[src/ioPkg.sv]
package ioPkg;

	// Bus and device widths
	parameter int DataBits = 32;
	parameter int KeyBits = 4;
	parameter int HexBits = 24;
	parameter int LedBits = 10;

	typedef logic [DataBits-1:0] word_t;

	// Active low, bit 0 drives segment a
	typedef logic [6:0] seg_t;

	// Register map, one word per register
	parameter word_t AddrHex = 32'hFFFFF000;
	parameter word_t AddrLedr = 32'hFFFFF020;
	parameter word_t AddrKdata = 32'hFFFFF080;
	parameter word_t AddrKctrl = 32'hFFFFF084;
	parameter word_t AddrTcnt = 32'hFFFFF100;
	parameter word_t AddrTlim = 32'hFFFFF104;
	parameter word_t AddrTctl = 32'hFFFFF108;

	// Values seen right after reset
	parameter logic [HexBits-1:0] HexReset = 24'hFEDEAD;
	parameter logic [LedBits-1:0] LedrReset = 10'b1010101010;

	// Returned for any address outside the map
	parameter word_t ReadUnmapped = 32'hDEADDEAD;

	// Status bit positions in the key and timer control words
	parameter int StatRdy = 0;
	parameter int StatOvr = 1;

	typedef enum logic [2:0] {
		selNone,
		selHex,
		selLedr,
		selKdata,
		selKctrl,
		selTcnt,
		selTlim,
		selTctl
	} regSel_t;

endpackage

[src/ioBusIf.sv]
`timescale 1ns/10ps

interface ioBusIf import ioPkg::*; ();

	// Decoded access, valid in the same cycle as the raw strobes
	regSel_t regSel;
	logic wrEn;
	logic rdEn;
	word_t wrData;

	modport master (
		output regSel,
		output wrEn,
		output rdEn,
		output wrData
	);

	modport device (
		input regSel,
		input wrEn,
		input rdEn,
		input wrData
	);

endinterface

[src/displayDev.sv]
`timescale 1ns/10ps

module displayDev import ioPkg::*; (
	input logic clk,
	input logic reset,
	ioBusIf.device bus,
	output word_t readWord,
	output seg_t hex0,
	output seg_t hex1,
	output seg_t hex2,
	output seg_t hex3,
	output seg_t hex4,
	output seg_t hex5,
	output logic [LedBits-1:0] ledr
);

	logic [HexBits-1:0] hexReg;
	logic [LedBits-1:0] ledReg;

	// Hex font, segments g down to a, low lights the segment
	function automatic seg_t segFont(input logic [3:0] nib);
		case (nib)
			4'h0: segFont = 7'b1000000;
			4'h1: segFont = 7'b1111001;
			4'h2: segFont = 7'b0100100;
			4'h3: segFont = 7'b0110000;
			4'h4: segFont = 7'b0011001;
			4'h5: segFont = 7'b0010010;
			4'h6: segFont = 7'b0000010;
			4'h7: segFont = 7'b1111000;
			4'h8: segFont = 7'b0000000;
			4'h9: segFont = 7'b0010000;
			4'hA: segFont = 7'b0001000;
			4'hB: segFont = 7'b0000011;
			4'hC: segFont = 7'b1000110;
			4'hD: segFont = 7'b0100001;
			4'hE: segFont = 7'b0000110;
			default: segFont = 7'b0001110;
		endcase
	endfunction

	always_ff @(posedge clk or posedge reset) begin
		if (reset) begin
			hexReg <= HexReset;
			ledReg <= LedrReset;
		end else if (bus.wrEn) begin
			if (bus.regSel == selHex) begin
				hexReg <= bus.wrData[HexBits-1:0];
			end
			if (bus.regSel == selLedr) begin
				ledReg <= bus.wrData[LedBits-1:0];
			end
		end
	end

	// hex0 is the rightmost digit
	assign hex0 = segFont(hexReg[3:0]);
	assign hex1 = segFont(hexReg[7:4]);
	assign hex2 = segFont(hexReg[11:8]);
	assign hex3 = segFont(hexReg[15:12]);
	assign hex4 = segFont(hexReg[19:16]);
	assign hex5 = segFont(hexReg[23:20]);
	assign ledr = ledReg;

	always_comb begin
		case (bus.regSel)
			selHex: readWord = word_t'(hexReg);
			selLedr: readWord = word_t'(ledReg);
			default: readWord = '0;
		endcase
	end

endmodule

[src/ioDecoder.sv]
`timescale 1ns/10ps

module ioDecoder import ioPkg::*; (
	input word_t addr,
	input word_t wrData,
	input logic wrEn,
	input logic rdEn,
	ioBusIf.master bus,
	input word_t keyWord,
	input word_t timerWord,
	input word_t dispWord,
	output word_t rdData
);

	regSel_t regSel;

	// One address compare per register, shared by all devices
	always_comb begin
		case (addr)
			AddrHex: regSel = selHex;
			AddrLedr: regSel = selLedr;
			AddrKdata: regSel = selKdata;
			AddrKctrl: regSel = selKctrl;
			AddrTcnt: regSel = selTcnt;
			AddrTlim: regSel = selTlim;
			AddrTctl: regSel = selTctl;
			default: regSel = selNone;
		endcase
	end

	assign bus.regSel = regSel;
	assign bus.wrEn = wrEn;
	assign bus.rdEn = rdEn;
	assign bus.wrData = wrData;

	// Each device already zeroes its word when not selected
	always_comb begin
		case (regSel)
			selHex, selLedr: rdData = dispWord;
			selKdata, selKctrl: rdData = keyWord;
			selTcnt, selTlim, selTctl: rdData = timerWord;
			default: rdData = ReadUnmapped;
		endcase
	end

	// A bus master issues at most one kind of access per cycle
	always_comb begin
		strobeExclusive: assert final (!(wrEn && rdEn))
			else $error("write and read strobes high in the same cycle");
	end

endmodule

[src/ioTop.sv]
`timescale 1ns/10ps

module ioTop import ioPkg::*; #(
	parameter int ClksPerTick = 100000
) (
	input logic clk,
	input logic reset,
	input word_t addr,
	input word_t wrData,
	input logic wrEn,
	input logic rdEn,
	output word_t rdData,
	input logic [KeyBits-1:0] key,
	output seg_t hex0,
	output seg_t hex1,
	output seg_t hex2,
	output seg_t hex3,
	output seg_t hex4,
	output seg_t hex5,
	output logic [LedBits-1:0] ledr
);

	ioBusIf bus ();

	// Read words returned by each device
	word_t keyWord;
	word_t timerWord;
	word_t dispWord;

	ioDecoder ioDecoder_i (
		.addr(addr),
		.wrData(wrData),
		.wrEn(wrEn),
		.rdEn(rdEn),
		.bus(bus.master),
		.keyWord(keyWord),
		.timerWord(timerWord),
		.dispWord(dispWord),
		.rdData(rdData)
	);

	keyDev keyDev_i (
		.clk(clk),
		.reset(reset),
		.key(key),
		.bus(bus.device),
		.readWord(keyWord)
	);

	timerDev #(
		.ClksPerTick(ClksPerTick)
	) timerDev_i (
		.clk(clk),
		.reset(reset),
		.bus(bus.device),
		.readWord(timerWord)
	);

	displayDev displayDev_i (
		.clk(clk),
		.reset(reset),
		.bus(bus.device),
		.readWord(dispWord),
		.hex0(hex0),
		.hex1(hex1),
		.hex2(hex2),
		.hex3(hex3),
		.hex4(hex4),
		.hex5(hex5),
		.ledr(ledr)
	);

endmodule

[src/keyDev.sv]
`timescale 1ns/10ps

module keyDev import ioPkg::*; (
	input logic clk,
	input logic reset,
	input logic [KeyBits-1:0] key,
	ioBusIf.device bus,
	output word_t readWord
);

	// Keys are active low, kdata holds them as pressed = 1
	logic [KeyBits-1:0] kdata;
	logic [1:0] stat;
	logic keyChange;

	assign keyChange = (~key != kdata);

	always_ff @(posedge clk or posedge reset) begin
		if (reset) begin
			kdata <= '0;
			stat <= '0;
		end else begin
			kdata <= ~key;
			if (bus.rdEn && bus.regSel == selKdata) begin
				stat <= '0;
			end else if (bus.wrEn && bus.regSel == selKctrl && !bus.wrData[StatOvr]) begin
				stat[StatOvr] <= 1'b0;
			end
			// A new key event overrides either clear
			if (keyChange) begin
				stat[StatRdy] <= 1'b1;
				stat[StatOvr] <= stat[StatRdy];
			end
		end
	end

	always_comb begin
		case (bus.regSel)
			selKdata: readWord = word_t'(kdata);
			selKctrl: readWord = word_t'(stat);
			default: readWord = '0;
		endcase
	end

	overrunNeedsReady: assert property (
		@(posedge clk) disable iff (reset) stat[StatOvr] |-> stat[StatRdy]
	) else $error("key overrun set without key ready");

endmodule

[src/timerDev.sv]
`timescale 1ns/10ps

module timerDev import ioPkg::*; #(
	parameter int ClksPerTick = 100000
) (
	input logic clk,
	input logic reset,
	ioBusIf.device bus,
	output word_t readWord
);

	localparam int PreBits = (ClksPerTick > 1) ? $clog2(ClksPerTick) : 1;

	logic [PreBits-1:0] preCnt;
	logic tick;
	word_t tcnt;
	word_t tlim;
	logic [1:0] stat;

	// Prescaler wraps once per millisecond
	assign tick = (preCnt == PreBits'(ClksPerTick - 1));

	always_ff @(posedge clk or posedge reset) begin
		if (reset) begin
			preCnt <= '0;
			tcnt <= '0;
			tlim <= '0;
			stat <= '0;
		end else begin
			if (bus.wrEn) begin
				case (bus.regSel)
					selTcnt: tcnt <= '0;
					selTlim: tlim <= bus.wrData;
					selTctl: begin
						// Bits written as zero clear, ones leave the bit alone
						stat[StatRdy] <= stat[StatRdy] & bus.wrData[StatRdy];
						stat[StatOvr] <= stat[StatOvr] & bus.wrData[StatOvr];
					end
					default: ;
				endcase
			end
			if (bus.rdEn && bus.regSel == selTcnt) begin
				stat <= '0;
			end

			// Later assignments win, so the wrap beats any access above
			if (tick) begin
				preCnt <= '0;
				if (tlim != '0 && tcnt == tlim - word_t'(1)) begin
					tcnt <= '0;
					stat[StatRdy] <= 1'b1;
					stat[StatOvr] <= stat[StatRdy];
				end else begin
					tcnt <= tcnt + word_t'(1);
				end
			end else begin
				preCnt <= preCnt + 1'b1;
			end
		end
	end

	always_comb begin
		case (bus.regSel)
			selTcnt: readWord = tcnt;
			selTlim: readWord = tlim;
			selTctl: readWord = word_t'(stat);
			default: readWord = '0;
		endcase
	end

	prescalerInRange: assert property (
		@(posedge clk) disable iff (reset) preCnt < ClksPerTick
	) else $error("timer prescaler ran past its wrap point");

endmodule
[config.mk]
export PLATFORM = sky130hd
export DESIGN_NAME = ioTop
export DESIGN_NICKNAME = d
export VERILOG_FILES = /design/src/ioPkg.sv /design/src/ioBusIf.sv /design/src/displayDev.sv /design/src/ioDecoder.sv /design/src/ioTop.sv /design/src/keyDev.sv /design/src/timerDev.sv
export SDC_FILE = /design/constraint.sdc
export NUM_CORES = 1
export LEC_CHECK = 0
export ABC_AREA = 1
export BUFFER_PORTS_ARGS = -buffer_cell sky130_fd_sc_hd__buf_2
export CAP_MARGIN = 0
export CORE_MARGIN = 10
export CORE_UTILIZATION = 25
export CTS_BUF_LIST = sky130_fd_sc_hd__clkbuf_16
export DETAILED_ROUTE_END_ITERATION = 16
export PLACE_DENSITY = 0.4
export SYNTH_ARGS = -nofsm -noshare
export SYNTH_HDL_FRONTEND = slang
export SYNTH_SLANG_ARGS = --single-unit
[constraint.sdc]
create_clock -name clk -period 3.8 [get_ports clk]
set_clock_uncertainty 0.15 [all_clocks]
set_input_delay 0.19 -clock clk [delete_from_list [all_inputs] [get_ports clk]]
set_output_delay 0.19 -clock clk [all_outputs]
set_load 0.02 [all_outputs]
; ---- Word level (Yosys, flattened, before mapping)
; Memories as Yosys holds them, arrays and structs flattened.
; Cells that the tools add are included.
[op_classes]
add_sub_neg = 3
n_eq_ne = 17
n_mux = 19
bitwise = 3
reduce_logical = 18
[ops]
columns = cell, count
row1 = "32-bit == test, second input constant", 7
row2 = 32-bit case mux with 3 select lines, 2
row3 = 32-bit two-way mux, 4
row4 = 24-bit case mux with 2 select lines, 1
row5 = "32-bit by 1-bit adder with 32-bit output, second input constant", 1
row6 = 32-bit == test, 1
row7 = 32-bit nonzero test, 1
row8 = "32-bit by 1-bit subtractor with 32-bit output, second input constant", 1
row9 = 3-bit case mux with 7 select lines, 1
row10 = "17-bit by 1-bit adder with 17-bit output, second input constant", 1
row11 = "17-bit == test, second input constant", 1
row12 = 17-bit two-way mux, 1
row13 = "3-bit == test, second input constant", 4
row14 = 2-bit two-way mux, 6
row15 = 4-bit case mux with 2 select lines, 1
row16 = 2-bit AND reduction, 4
row17 = "3-bit by 2-bit == test with 1-bit output, second input constant", 2
row18 = 2-bit nonzero test, 3
row19 = 1-bit logical AND, 5
row20 = 4-bit inequality test, 1
row21 = 4-bit NOT, 1
row22 = 2-bit OR reduction, 2
row23 = "3-bit by 1-bit == test with 1-bit output, second input constant", 1
row24 = 1-bit two-way mux, 3
row25 = other kinds (4), 5
[totals]
ff_bits = 123
rom_bits = 672
in_bits = 72
output_inout_bits = 84
wordCells = 75
memories = 6
[memory_table]
columns = memory, words, word_bits, rd, rd_clocked_by_memory_dff, wr, line
row1 = (name not given), 16, 7, 1, 0, 0, displayDev.sv:22  ; case (nib)
row2 = (name not given), 16, 7, 1, 0, 0, displayDev.sv:22
row3 = (name not given), 16, 7, 1, 0, 0, displayDev.sv:22
row4 = (name not given), 16, 7, 1, 0, 0, displayDev.sv:22
row5 = (name not given), 16, 7, 1, 0, 0, displayDev.sv:22
row6 = (name not given), 16, 7, 1, 0, 0, displayDev.sv:22

; ---- Longest topological paths before layout
; Gate-level depths: netlist of run 1.
[depth]
word_depth = 8
ltp_mapped = 18
depth_no_buf = 18

; ---- Modules after synthesis
; A second synthesis of run 1 with hierarchy kept.
[hier_totals]
hier_cells = 1987
area_unflattened_um2 = 12324.3
[modules_own_cells]
columns = module, n_inst, cells_per_inst, area_each_um2, seq_area_each_um2
row1 = timerDev, 1, 1027, 6608.8, 2077.0
row2 = displayDev, 1, 482, 3226.8, 879.6
row3 = ioDecoder, 1, 383, 1885.6, 0.0
row4 = keyDev, 1, 95, 603.1, 150.1

; ---- Worst setup path after synthesis of run 1
; No wires, ideal clock.
[synth_timing]
path_kind = flip-flop to flip-flop
from = reg timerDev_i.tlim[0]
to = reg timerDev_i.tcnt[10]
t_arrival_ns = 2.040
required_time_ns = 3.531
setup_slack_ns = 1.491
path_stages_with_launch = 18
cell_sequence = dfrtp_1 inv_2 ha_1 nand2_2 nor2_4 buf_6 nand2_1 nand3_1 nand2_1 nor2_1 nand2_1 nor2_1 nand3_1 nor2_1 nand2_2 buf_6 nand3_1 nand2_1
[synth_via]
elab_chain_cells = 5
[synth_lines]
columns = element, line
row1 = "start, declared", timerDev.sv:17  ; word_t tlim;
row2 = "start signal, assigned", timerDev.sv:33  ; selTlim: tlim <= bus.wrData;
row3 = 32-bit by 1-bit subtractor with 32-bit output, timerDev.sv:49  ; if (tlim != '0 && tcnt == tlim - word_t'(1)) begin
row4 = 32-bit == test, timerDev.sv:49
row5 = 1-bit logical AND (*), timerDev.sv:49
row6 = 32-bit two-way mux (*), timerDev.sv:49
row7 = 32-bit two-way mux (*), timerDev.sv:47  ; if (tick) begin
row8 = "end signal, assigned", timerDev.sv:54  ; tcnt <= tcnt + word_t'(1);
row9 = "end, declared", timerDev.sv:16  ; word_t tcnt;
; Every way passes the cells marked *; elsewhere a longest branch is shown, timed or not.
; A chain may end at the register's enable or synchronous reset.

; ---- Worst setup path in the final report of run 1
[layout_timing]
from = reg timerDev_i.tlim[0]
to = reg timerDev_i.tcnt[19]
; The elaborated chain is that of the path after synthesis.

==> results of run 1 <==
## layout make-up
class                           count  area, sq um  area share
Timing Repair Buffer              209         1310       0.107
Tap cell                          525          657      0.0535
Clock buffer                       17          425      0.0346
Inverter                          220          828      0.0675
Sequential cell                   123         3110       0.253
Clock inverter                     15          153      0.0124
Multi-Input combinational cell   1136         5800       0.472
## power groups by stage
stage          combinational [mW]  sequential, mW  clock, mW
2_1_floorplan              0.0392            1.34          0
3_3_place_gp                0.105            1.34          0
3_5_place_dp                0.105            1.34          0
4_1_cts                     0.135            1.32       1.68
5_1_grt                     0.148            1.32       1.75
6_report                    0.129            1.32       1.64
## logic make-up after synthesis
logic type	Yosys count
adder cells (fa/ha/maj)	40
flip-flops	123
multiplexers	8
buffers and inverters	275
XOR/XNOR	46
AND/OR/NAND/NOR	830
AO/OA/AOI/OAI	212
## synthesized netlist by cell type, types with 7 or more instances
cell       instances
nand2_1          484
inv_1            215
nor2_1           158
dfrtp_1          100
o21ai_0           98
nand3_1           81
a21oi_1           55
ha_1              40
clkbuf_1          35
nand4_1           31
xor2_1            31
dfstp_2           23
o21ai_1           20
nand3_2           18
nor3_1            18
buf_2             12
o2111ai_1         11
xnor2_1           11
nand3b_1           9
nor2_2             9
o221ai_1           9
mux2_2             8
nor4_1             7
## cells in the final DEF, fill, tap and decap left out, drive strengths merged
master,synthesis,final
bufinv,0,2
o22ai,5,5
a221oi,1,1
xnor2,11,11
a21oi,55,55
o31ai,5,5
or4,1,1
nand3,99,99
nor3b,1,1
clkinv,1,7
a211oi,1,1
inv,219,219
nor4,8,8
nor3,19,19
ha,40,40
o2111ai,11,11
dfstp,23,23
a31oi,3,3
nand3b,9,9
and2,1,1
o221ai,9,9
clkbuf,35,17
clkinvlp,0,7
or2,3,3
nand4,31,31
nor2,170,170
nand2,488,488
xor2,31,31
a32o,1,1
o21ai,118,118
dfrtp,100,100
xnor3,4,4
o211ai,2,2
a22oi,1,1
mux2,8,8
buf,20,172
dlygate4sd3,0,37
## worst register-to-register path, delay by kind of cell, from the launching register on
kind                     cells  cell delay [ps]
AND/OR/NAND/NOR             12             1640
flip-flops                   1              430
buffers and inverters        3              510
adder cells (fa/ha/maj)      1              210
## metal layers
metal / vias to the layer above / GRT usage / share of wire
li1: 5236 / - / -
met1: 4808 / 0.197 / 0.46
met2: 200 / 0.270 / 0.49
met3: 31 / 0.0244 / 0.039
met4: 0 / 0.0479 / 0.020
met5: - / 0 / 0
## stage by stage
step | setup WS, ps | hold slack, ps | util
2_1_floorplan | 227 | 99.4 | -
3_3_place_gp | 782 | 218 | 0.286
3_5_place_dp | 777 | 218 | 0.286
4_1_cts | 761 | 8.56 | 0.310
5_1_grt | 474 | 58.7 | 0.310
6_report | 726 | 22.6 | 0.310
## state kept, by name, summed over array words and instances (netlist names)
| name | cells |
|---|---|
| timerDev_i.preCnt | 17 |
| timerDev_i.tcnt | 32 |
| displayDev_i.hexReg | 24 |
| keyDev_i.kdata | 4 |
| keyDev_i.stat | 2 |
| timerDev_i.stat | 2 |
| timerDev_i.tlim | 32 |
| displayDev_i.ledr | 10 |
## repair_timing
| item | in CTS | in global routing |
|---|---|---|
| buffers inserted | 0 | 0 |
| hold endpoints to repair | 112 | 0 |
| hold buffers | 37 | 0 |
## worst max-delay path by stage
| stage | from | to | slack [ps] |
|---|---|---|---|
| floorplan | reset | displayDev_i.hexReg[13] | 230 |
| global placement | timerDev_i.tlim[0] | timerDev_i.tcnt[19] | 780 |
| detailed placement | timerDev_i.tlim[0] | timerDev_i.tcnt[19] | 780 |
| CTS | timerDev_i.tlim[0] | timerDev_i.tcnt[19] | 760 |
| global route | timerDev_i.tlim[0] | timerDev_i.tcnt[19] | 470 |
| finish | timerDev_i.tlim[0] | timerDev_i.tcnt[19] | 730 |
==> impl_metrics.py, run 1 <==
metrics = {
    "run_status": {
        "status": "complete, no violations",
    },
    "clock_network": {
        "clock_latency_ps": 440,
        "htreeDepth": 4,
        "clockRootBuffer": "clkbuf_16",
        "cts_made_buffers": 17,
        "clock_sinks": 123,
        "clk_pin_slew_ps": 60,
        "postCtsResizedCells": 0,
        "cts_tree": "done",
        "cts.path.max_buffers": 2,
    },
    "critical_path": {
        "cpPeakStageDelay_ps": 430,
        "critical_path.cell_chain": "inv_2 -> ha_1 -> nand2_2 -> nor2_4 -> nand2_1 -> inv_1 -> nand3_1 -> nand3_1 -> nand2_1 -> nor2_1 -> nand3b_1 -> nor2_1 -> nand2_2 -> buf_4 -> nand3_1 -> nand2_1",
        "rr_worst_depth": 16,
        "crit_cells": 16,
        "r2r_start": "timerDev_i.tlim[0]",
        "path_buf_inv": 3,
        "end_kind": "register",
        "crit_slowest_cell": "dfrtp_1",
        "crit_arrival_ps": 3240,
        "r2r_slack_ps": 730,
        "crit_fanout": 32,
        "cp_top_family": "simple AND/OR/NAND/NOR gates",
        "cp-start-kind": "register",
        "worstSetupPathType": "reg -> reg",
        "crit_required_ps": 3970,
        "critical_path.reg2reg.endpoint": "timerDev_i.tcnt[19]",
    },
    "final_layout": {
        "fillers": 4483,
        "stdcell_count": 2245,
        "antennaDiodeCount": 0,
        "fin_area_sq_um": 12300,
        "drive_above_1_share": 0.162,
        "areaGrowthSynthToFinish_pct": 23.0,
        "num-nets-final": 1819,
    },
    "placement": {
        "routabilityCongestion": 0.886,
        "dp_hpwl_um": 29600,
        "dp.cells": 2176,
        "place_area_sq_um": 11300,
        "io_buffers": 155,
    },
    "worst_hold_path": {
        "hp-start": "rdEn",
        "holdCritPathClass": "in -> reg",
        "hold_end": "keyDev_i.stat[0]",
        "whs_path_depth": 4,
    },
    "logic_synthesis": {
        "synth-edff-count": 0,
        "synth_top_family_by_area": "simple AND/OR/NAND/NOR gates",
        "async_flop_share": 1.00,
        "syn_area_per_cell_sq_um": 6.51,
        "synthesis.area_sq_um": 9990,
        "ys.flop_type": "dfrtp_1",
        "ys_ff_latch": 123,
        "synthCells": 1534,
        "synth-seq-area-share": 0.311,
        "synth_nets": 1646,
        "synth-xor-area-share": 0.0459,
        "synth_area_leaders": "dfrtp_1, nand2_1, inv_1",
        "ys_warn_count": 0,
        "synth_compound_area_frac": 0.118,
        "yosys.area.top_type": "dfrtp_1",
        "yosys.area_share.adder": 0.0501,
        "yosys.area.top_type_share": 0.251,
        "muxShareOfSynthArea": 0.00902,
        "synth-simple-area-share": 0.357,
        "synth.distinct_cells": 45,
    },
    "global_routing": {
        "grt_antenna_before_repair": 0,
        "grt_max_degree": 58,
        "grt_usage": 0.157,
        "grt.overflow.total": 0,
        "grt_pass1_vias": 10500,
        "grt_pass1_wl_um": 59200,
    },
    "die": {
        "die_y_um": 220,
        "ios": 156,
        "fp.dieW_um": 220,
        "rows": 73,
        "die_area_sq_um": 48300,
        "core_area_sq_um": 39600,
        "initial_core_util": 0.252,
    },
    "power_and_ir_drop": {
        "clock_power_share": 0.531,
        "p_seq_frac": 0.427,
        "power_mw": 3.08,
        "p_comb_frac": 0.042,
        "p_sw_frac": 0.242,
        "ir_drop_v": 0.000296,
        "power_density_nw_per_um2": 251,
        "p_int_mw": 2.34,
        "p_leak_nw": 6.88,
        "netSwitchingPower_mw": 0.745,
    },
    "route": {
        "drt_iter0_drc": 631,
        "vias_per_cell": 4.58,
        "via_count": 10300,
        "drcViolationCount": 0,
        "routed_wl_um": 37100,
        "avgRoutedWirePerCell_um": 16.5,
        "drt_pass1_iterations": 5,
        "drtAntennaViolNets": 0,
    },
    "sta": {
        "hold_violations": 0,
        "finalMaxSlewViolations": 0,
        "fmaxAchievable_mhz": 325,
        "worstMarginPinSlew_ps": 1130,
        "grt_setup_unrepaired": "false",
        "finalCritPeriodShare": 0.809,
        "fin_crit_ps": 3070,
        "max_slew_margin": 0.249,
        "setup_tns_ps": 0,
        "setup_viol": 0,
    },
    "job": {
        "cap_violations": 0,
    },
}
(Power assumes the default switching activity.)
==> run 2: changes to the inputs <==
--- a/config.mk
+++ b/config.mk
@@ -12,7 +12,7 @@
 export CORE_UTILIZATION = 25
 export CTS_BUF_LIST = sky130_fd_sc_hd__clkbuf_16
 export DETAILED_ROUTE_END_ITERATION = 16
-export PLACE_DENSITY = 0.4
+export PLACE_DENSITY = 0.39
 export SYNTH_ARGS = -nofsm -noshare
 export SYNTH_HDL_FRONTEND = slang
 export SYNTH_SLANG_ARGS = --single-unit
==> constraint.sdc (replaced) <==
create_clock -name clk -period 3.01 [get_ports clk]
set_clock_uncertainty 0.15 [all_clocks]
set_input_delay 0.1505 -clock clk [delete_from_list [all_inputs] [get_ports clk]]
set_output_delay 0.1505 -clock clk [all_outputs]
set_load 0.02 [all_outputs]
==> run 2 against run 1 <==
Register-to-register slack got worse by 470 ps; wire length increased by 3.7%; combinational power increased by 31%; die area unchanged; largest power group unchanged; worst setup slack got worse by 480 ps; largest cell class unchanged; power increased by 33%; core utilization increased by 0.72 points; sequential cell count unchanged; via count increased by 0.68%; highest routed layer unchanged.
==> impl_metrics.py, run 2 (same netlist as run 1, synthesis figures left out) <==
metrics = {
    "sta": {
        "max_slew_margin": 0.519,
        "hold_violations": 0,
        "finalCritPeriodShare": 0.919,
        "finalMaxSlewViolations": 0,
        "fmaxAchievable_mhz": 362,
        "fin_crit_ps": 2770,
        "finalWorstSetupSlack_ps": 245,
        "setup_tns_ps": 0,
        "hold-worst-slack_ps": 66.0,
        "setup_viol": 0,
        "grt_setup_unrepaired": "false",
        "worstMarginPinSlew_ps": 720,
    },
    "route": {
        "drt_pass1_iterations": 5,
        "drt_iter0_drc": 571,
        "drtAntennaViolNets": 0,
        "drcViolationCount": 0,
        "vias_per_cell": 4.56,
        "routed_wl_um": 38500,
        "avgRoutedWirePerCell_um": 17.0,
        "via_count": 10300,
    },
    "placement": {
        "dp.cells": 2196,
        "place_area_sq_um": 11500,
        "io_buffers": 155,
        "routabilityCongestion": 0.893,
        "dp_hpwl_um": 31000,
        "post-place-ws_ps": 164,
    },
    "critical_path": {
        "crit_arrival_ps": 2460,
        "worstSetupPathType": "in -> out",
        "cp-start-kind": "input port",
        "crit_required_ps": 2710,
        "end_kind": "output port",
        "crit_fanout": 16,
    },
    "final_layout": {
        "final_common_cell": "nand2_1",
        "fillers": 4433,
        "multiInputGateArea_sq_um": 5800,
        "fin_area_sq_um": 12600,
        "mostFrequentLayoutCells": "nand2_1, inv_1, nor2_1",
        "register_area_sq_um": 3110,
        "num-nets-final": 1842,
        "stdcell_count": 2268,
        "drive_above_1_share": 0.173,
        "antennaDiodeCount": 0,
        "areaGrowthSynthToFinish_pct": 25.8,
        "top_regs": "timerDev_i.tcnt: 32 flops, timerDev_i.tlim: 32 flops, displayDev_i.hexReg: 24 flops",
    },
    "power_and_ir_drop": {
        "p_leak_nw": 7.05,
        "ir_drop_v": 0.000335,
        "power_density_nw_per_um2": 327,
    },
    "clock_network": {
        "cts_made_buffers": 17,
        "cts_tree": "done",
        "cts.path.max_buffers": 2,
        "clock_sinks": 123,
        "postCtsResizedCells": 0,
        "htreeDepth": 4,
        "clk_pin_slew_ps": 60,
        "clockRootBuffer": "clkbuf_16",
        "clock_latency_ps": 440,
    },
    "die": {
        "rows": 73,
        "fp.dieW_um": 220,
        "initial_core_util": 0.252,
        "die_area_sq_um": 48300,
        "core_area_sq_um": 39600,
        "die_y_um": 220,
        "ios": 156,
    },
    "worst_hold_path": {
        "holdCritPathClass": "in -> reg",
    },
    "global_routing": {
        "grt_usage": 0.162,
        "grt.overflow.total": 0,
        "grt_antenna_before_repair": 0,
        "grt_pass1_wl_um": 61000,
        "grt_max_degree": 49,
        "grt_pass1_vias": 10600,
    },
    "job": {
        "cap_violations": 0,
    },
    "run_status": {
        "status": "complete, no violations",
    },
}
## run 2: stage by stage
| step | power [mW] | utilization |
|---|---|---|
| 2_1_floorplan | 1.74 | - |
| 3_3_place_gp | 1.83 | 0.291 |
| 3_5_place_dp | 1.83 | 0.291 |
| 4_1_cts | 4.18 | 0.317 |
| 5_1_grt | 4.26 | 0.317 |
| 6_report | 4.11 | 0.317 |
## run 2: worst paths after layout
path,start,end,slack [ps],depth (start not counted)
max,addr[1],rdData[14],240,11
min,wrEn,timerDev_i.stat[0],70,4
max reg2reg,timerDev_i.tlim[9],timerDev_i.tcnt[7],260,13
min reg2reg,timerDev_i.preCnt[0],timerDev_i.preCnt[0],340,1
max in group asynchronous,reset,displayDev_i.hexReg[0],1750,4
min in group asynchronous,reset,timerDev_i.tlim[9],220,3
## run 2: what timing repair did
action / 4_1_cts / 5_1_grt
setup buffers: 0 / 2
hold endpoints to repair: 88 / 0
hold buffers: 38 / 0
endpoints found under the setup margin: 0 / 32
## run 2: final cells by class
type | instances | share of cell area
well taps | 525 | 0.0523
clock inverters | 15 | 0.0167
clock buffers | 17 | 0.0339
multi-input cells | 1136 | 0.461
inverters | 220 | 0.0660
flip-flops and latches | 123 | 0.247
repair buffers | 232 | 0.122
## run 2: power by group
group	internal [mW]	switching [mW]	total (mW)
clock network	1.40	0.879	2.28
logic	0.0816	0.0874	0.169
registers	1.66	0.00261	1.66
total	3.14	0.969	4.11
## run 2: per-layer routing
layer | track usage | wire length (um) | part of all wire | vias to the layer above
met1 | 0.208 | 17800 | 0.46 | 4807
met4 | 0.0409 | 620 | 0.016 | 0
met3 | 0.0287 | 1470 | 0.038 | 34
met2 | 0.276 | 18600 | 0.48 | 213
li1 | - | - | - | 5291
met5 | 0 | 0 | 0 | -
## run 2: worst max-delay path: stages
cell and delay [ps]:
buf_2 90, or2_1 250, nor3_1 430, nand2_1 150
inv_1 80, nand2_1 360, clkinv_1 310, buf_12 180
nand2_1 60, o2111ai_1 160, buf_2 240
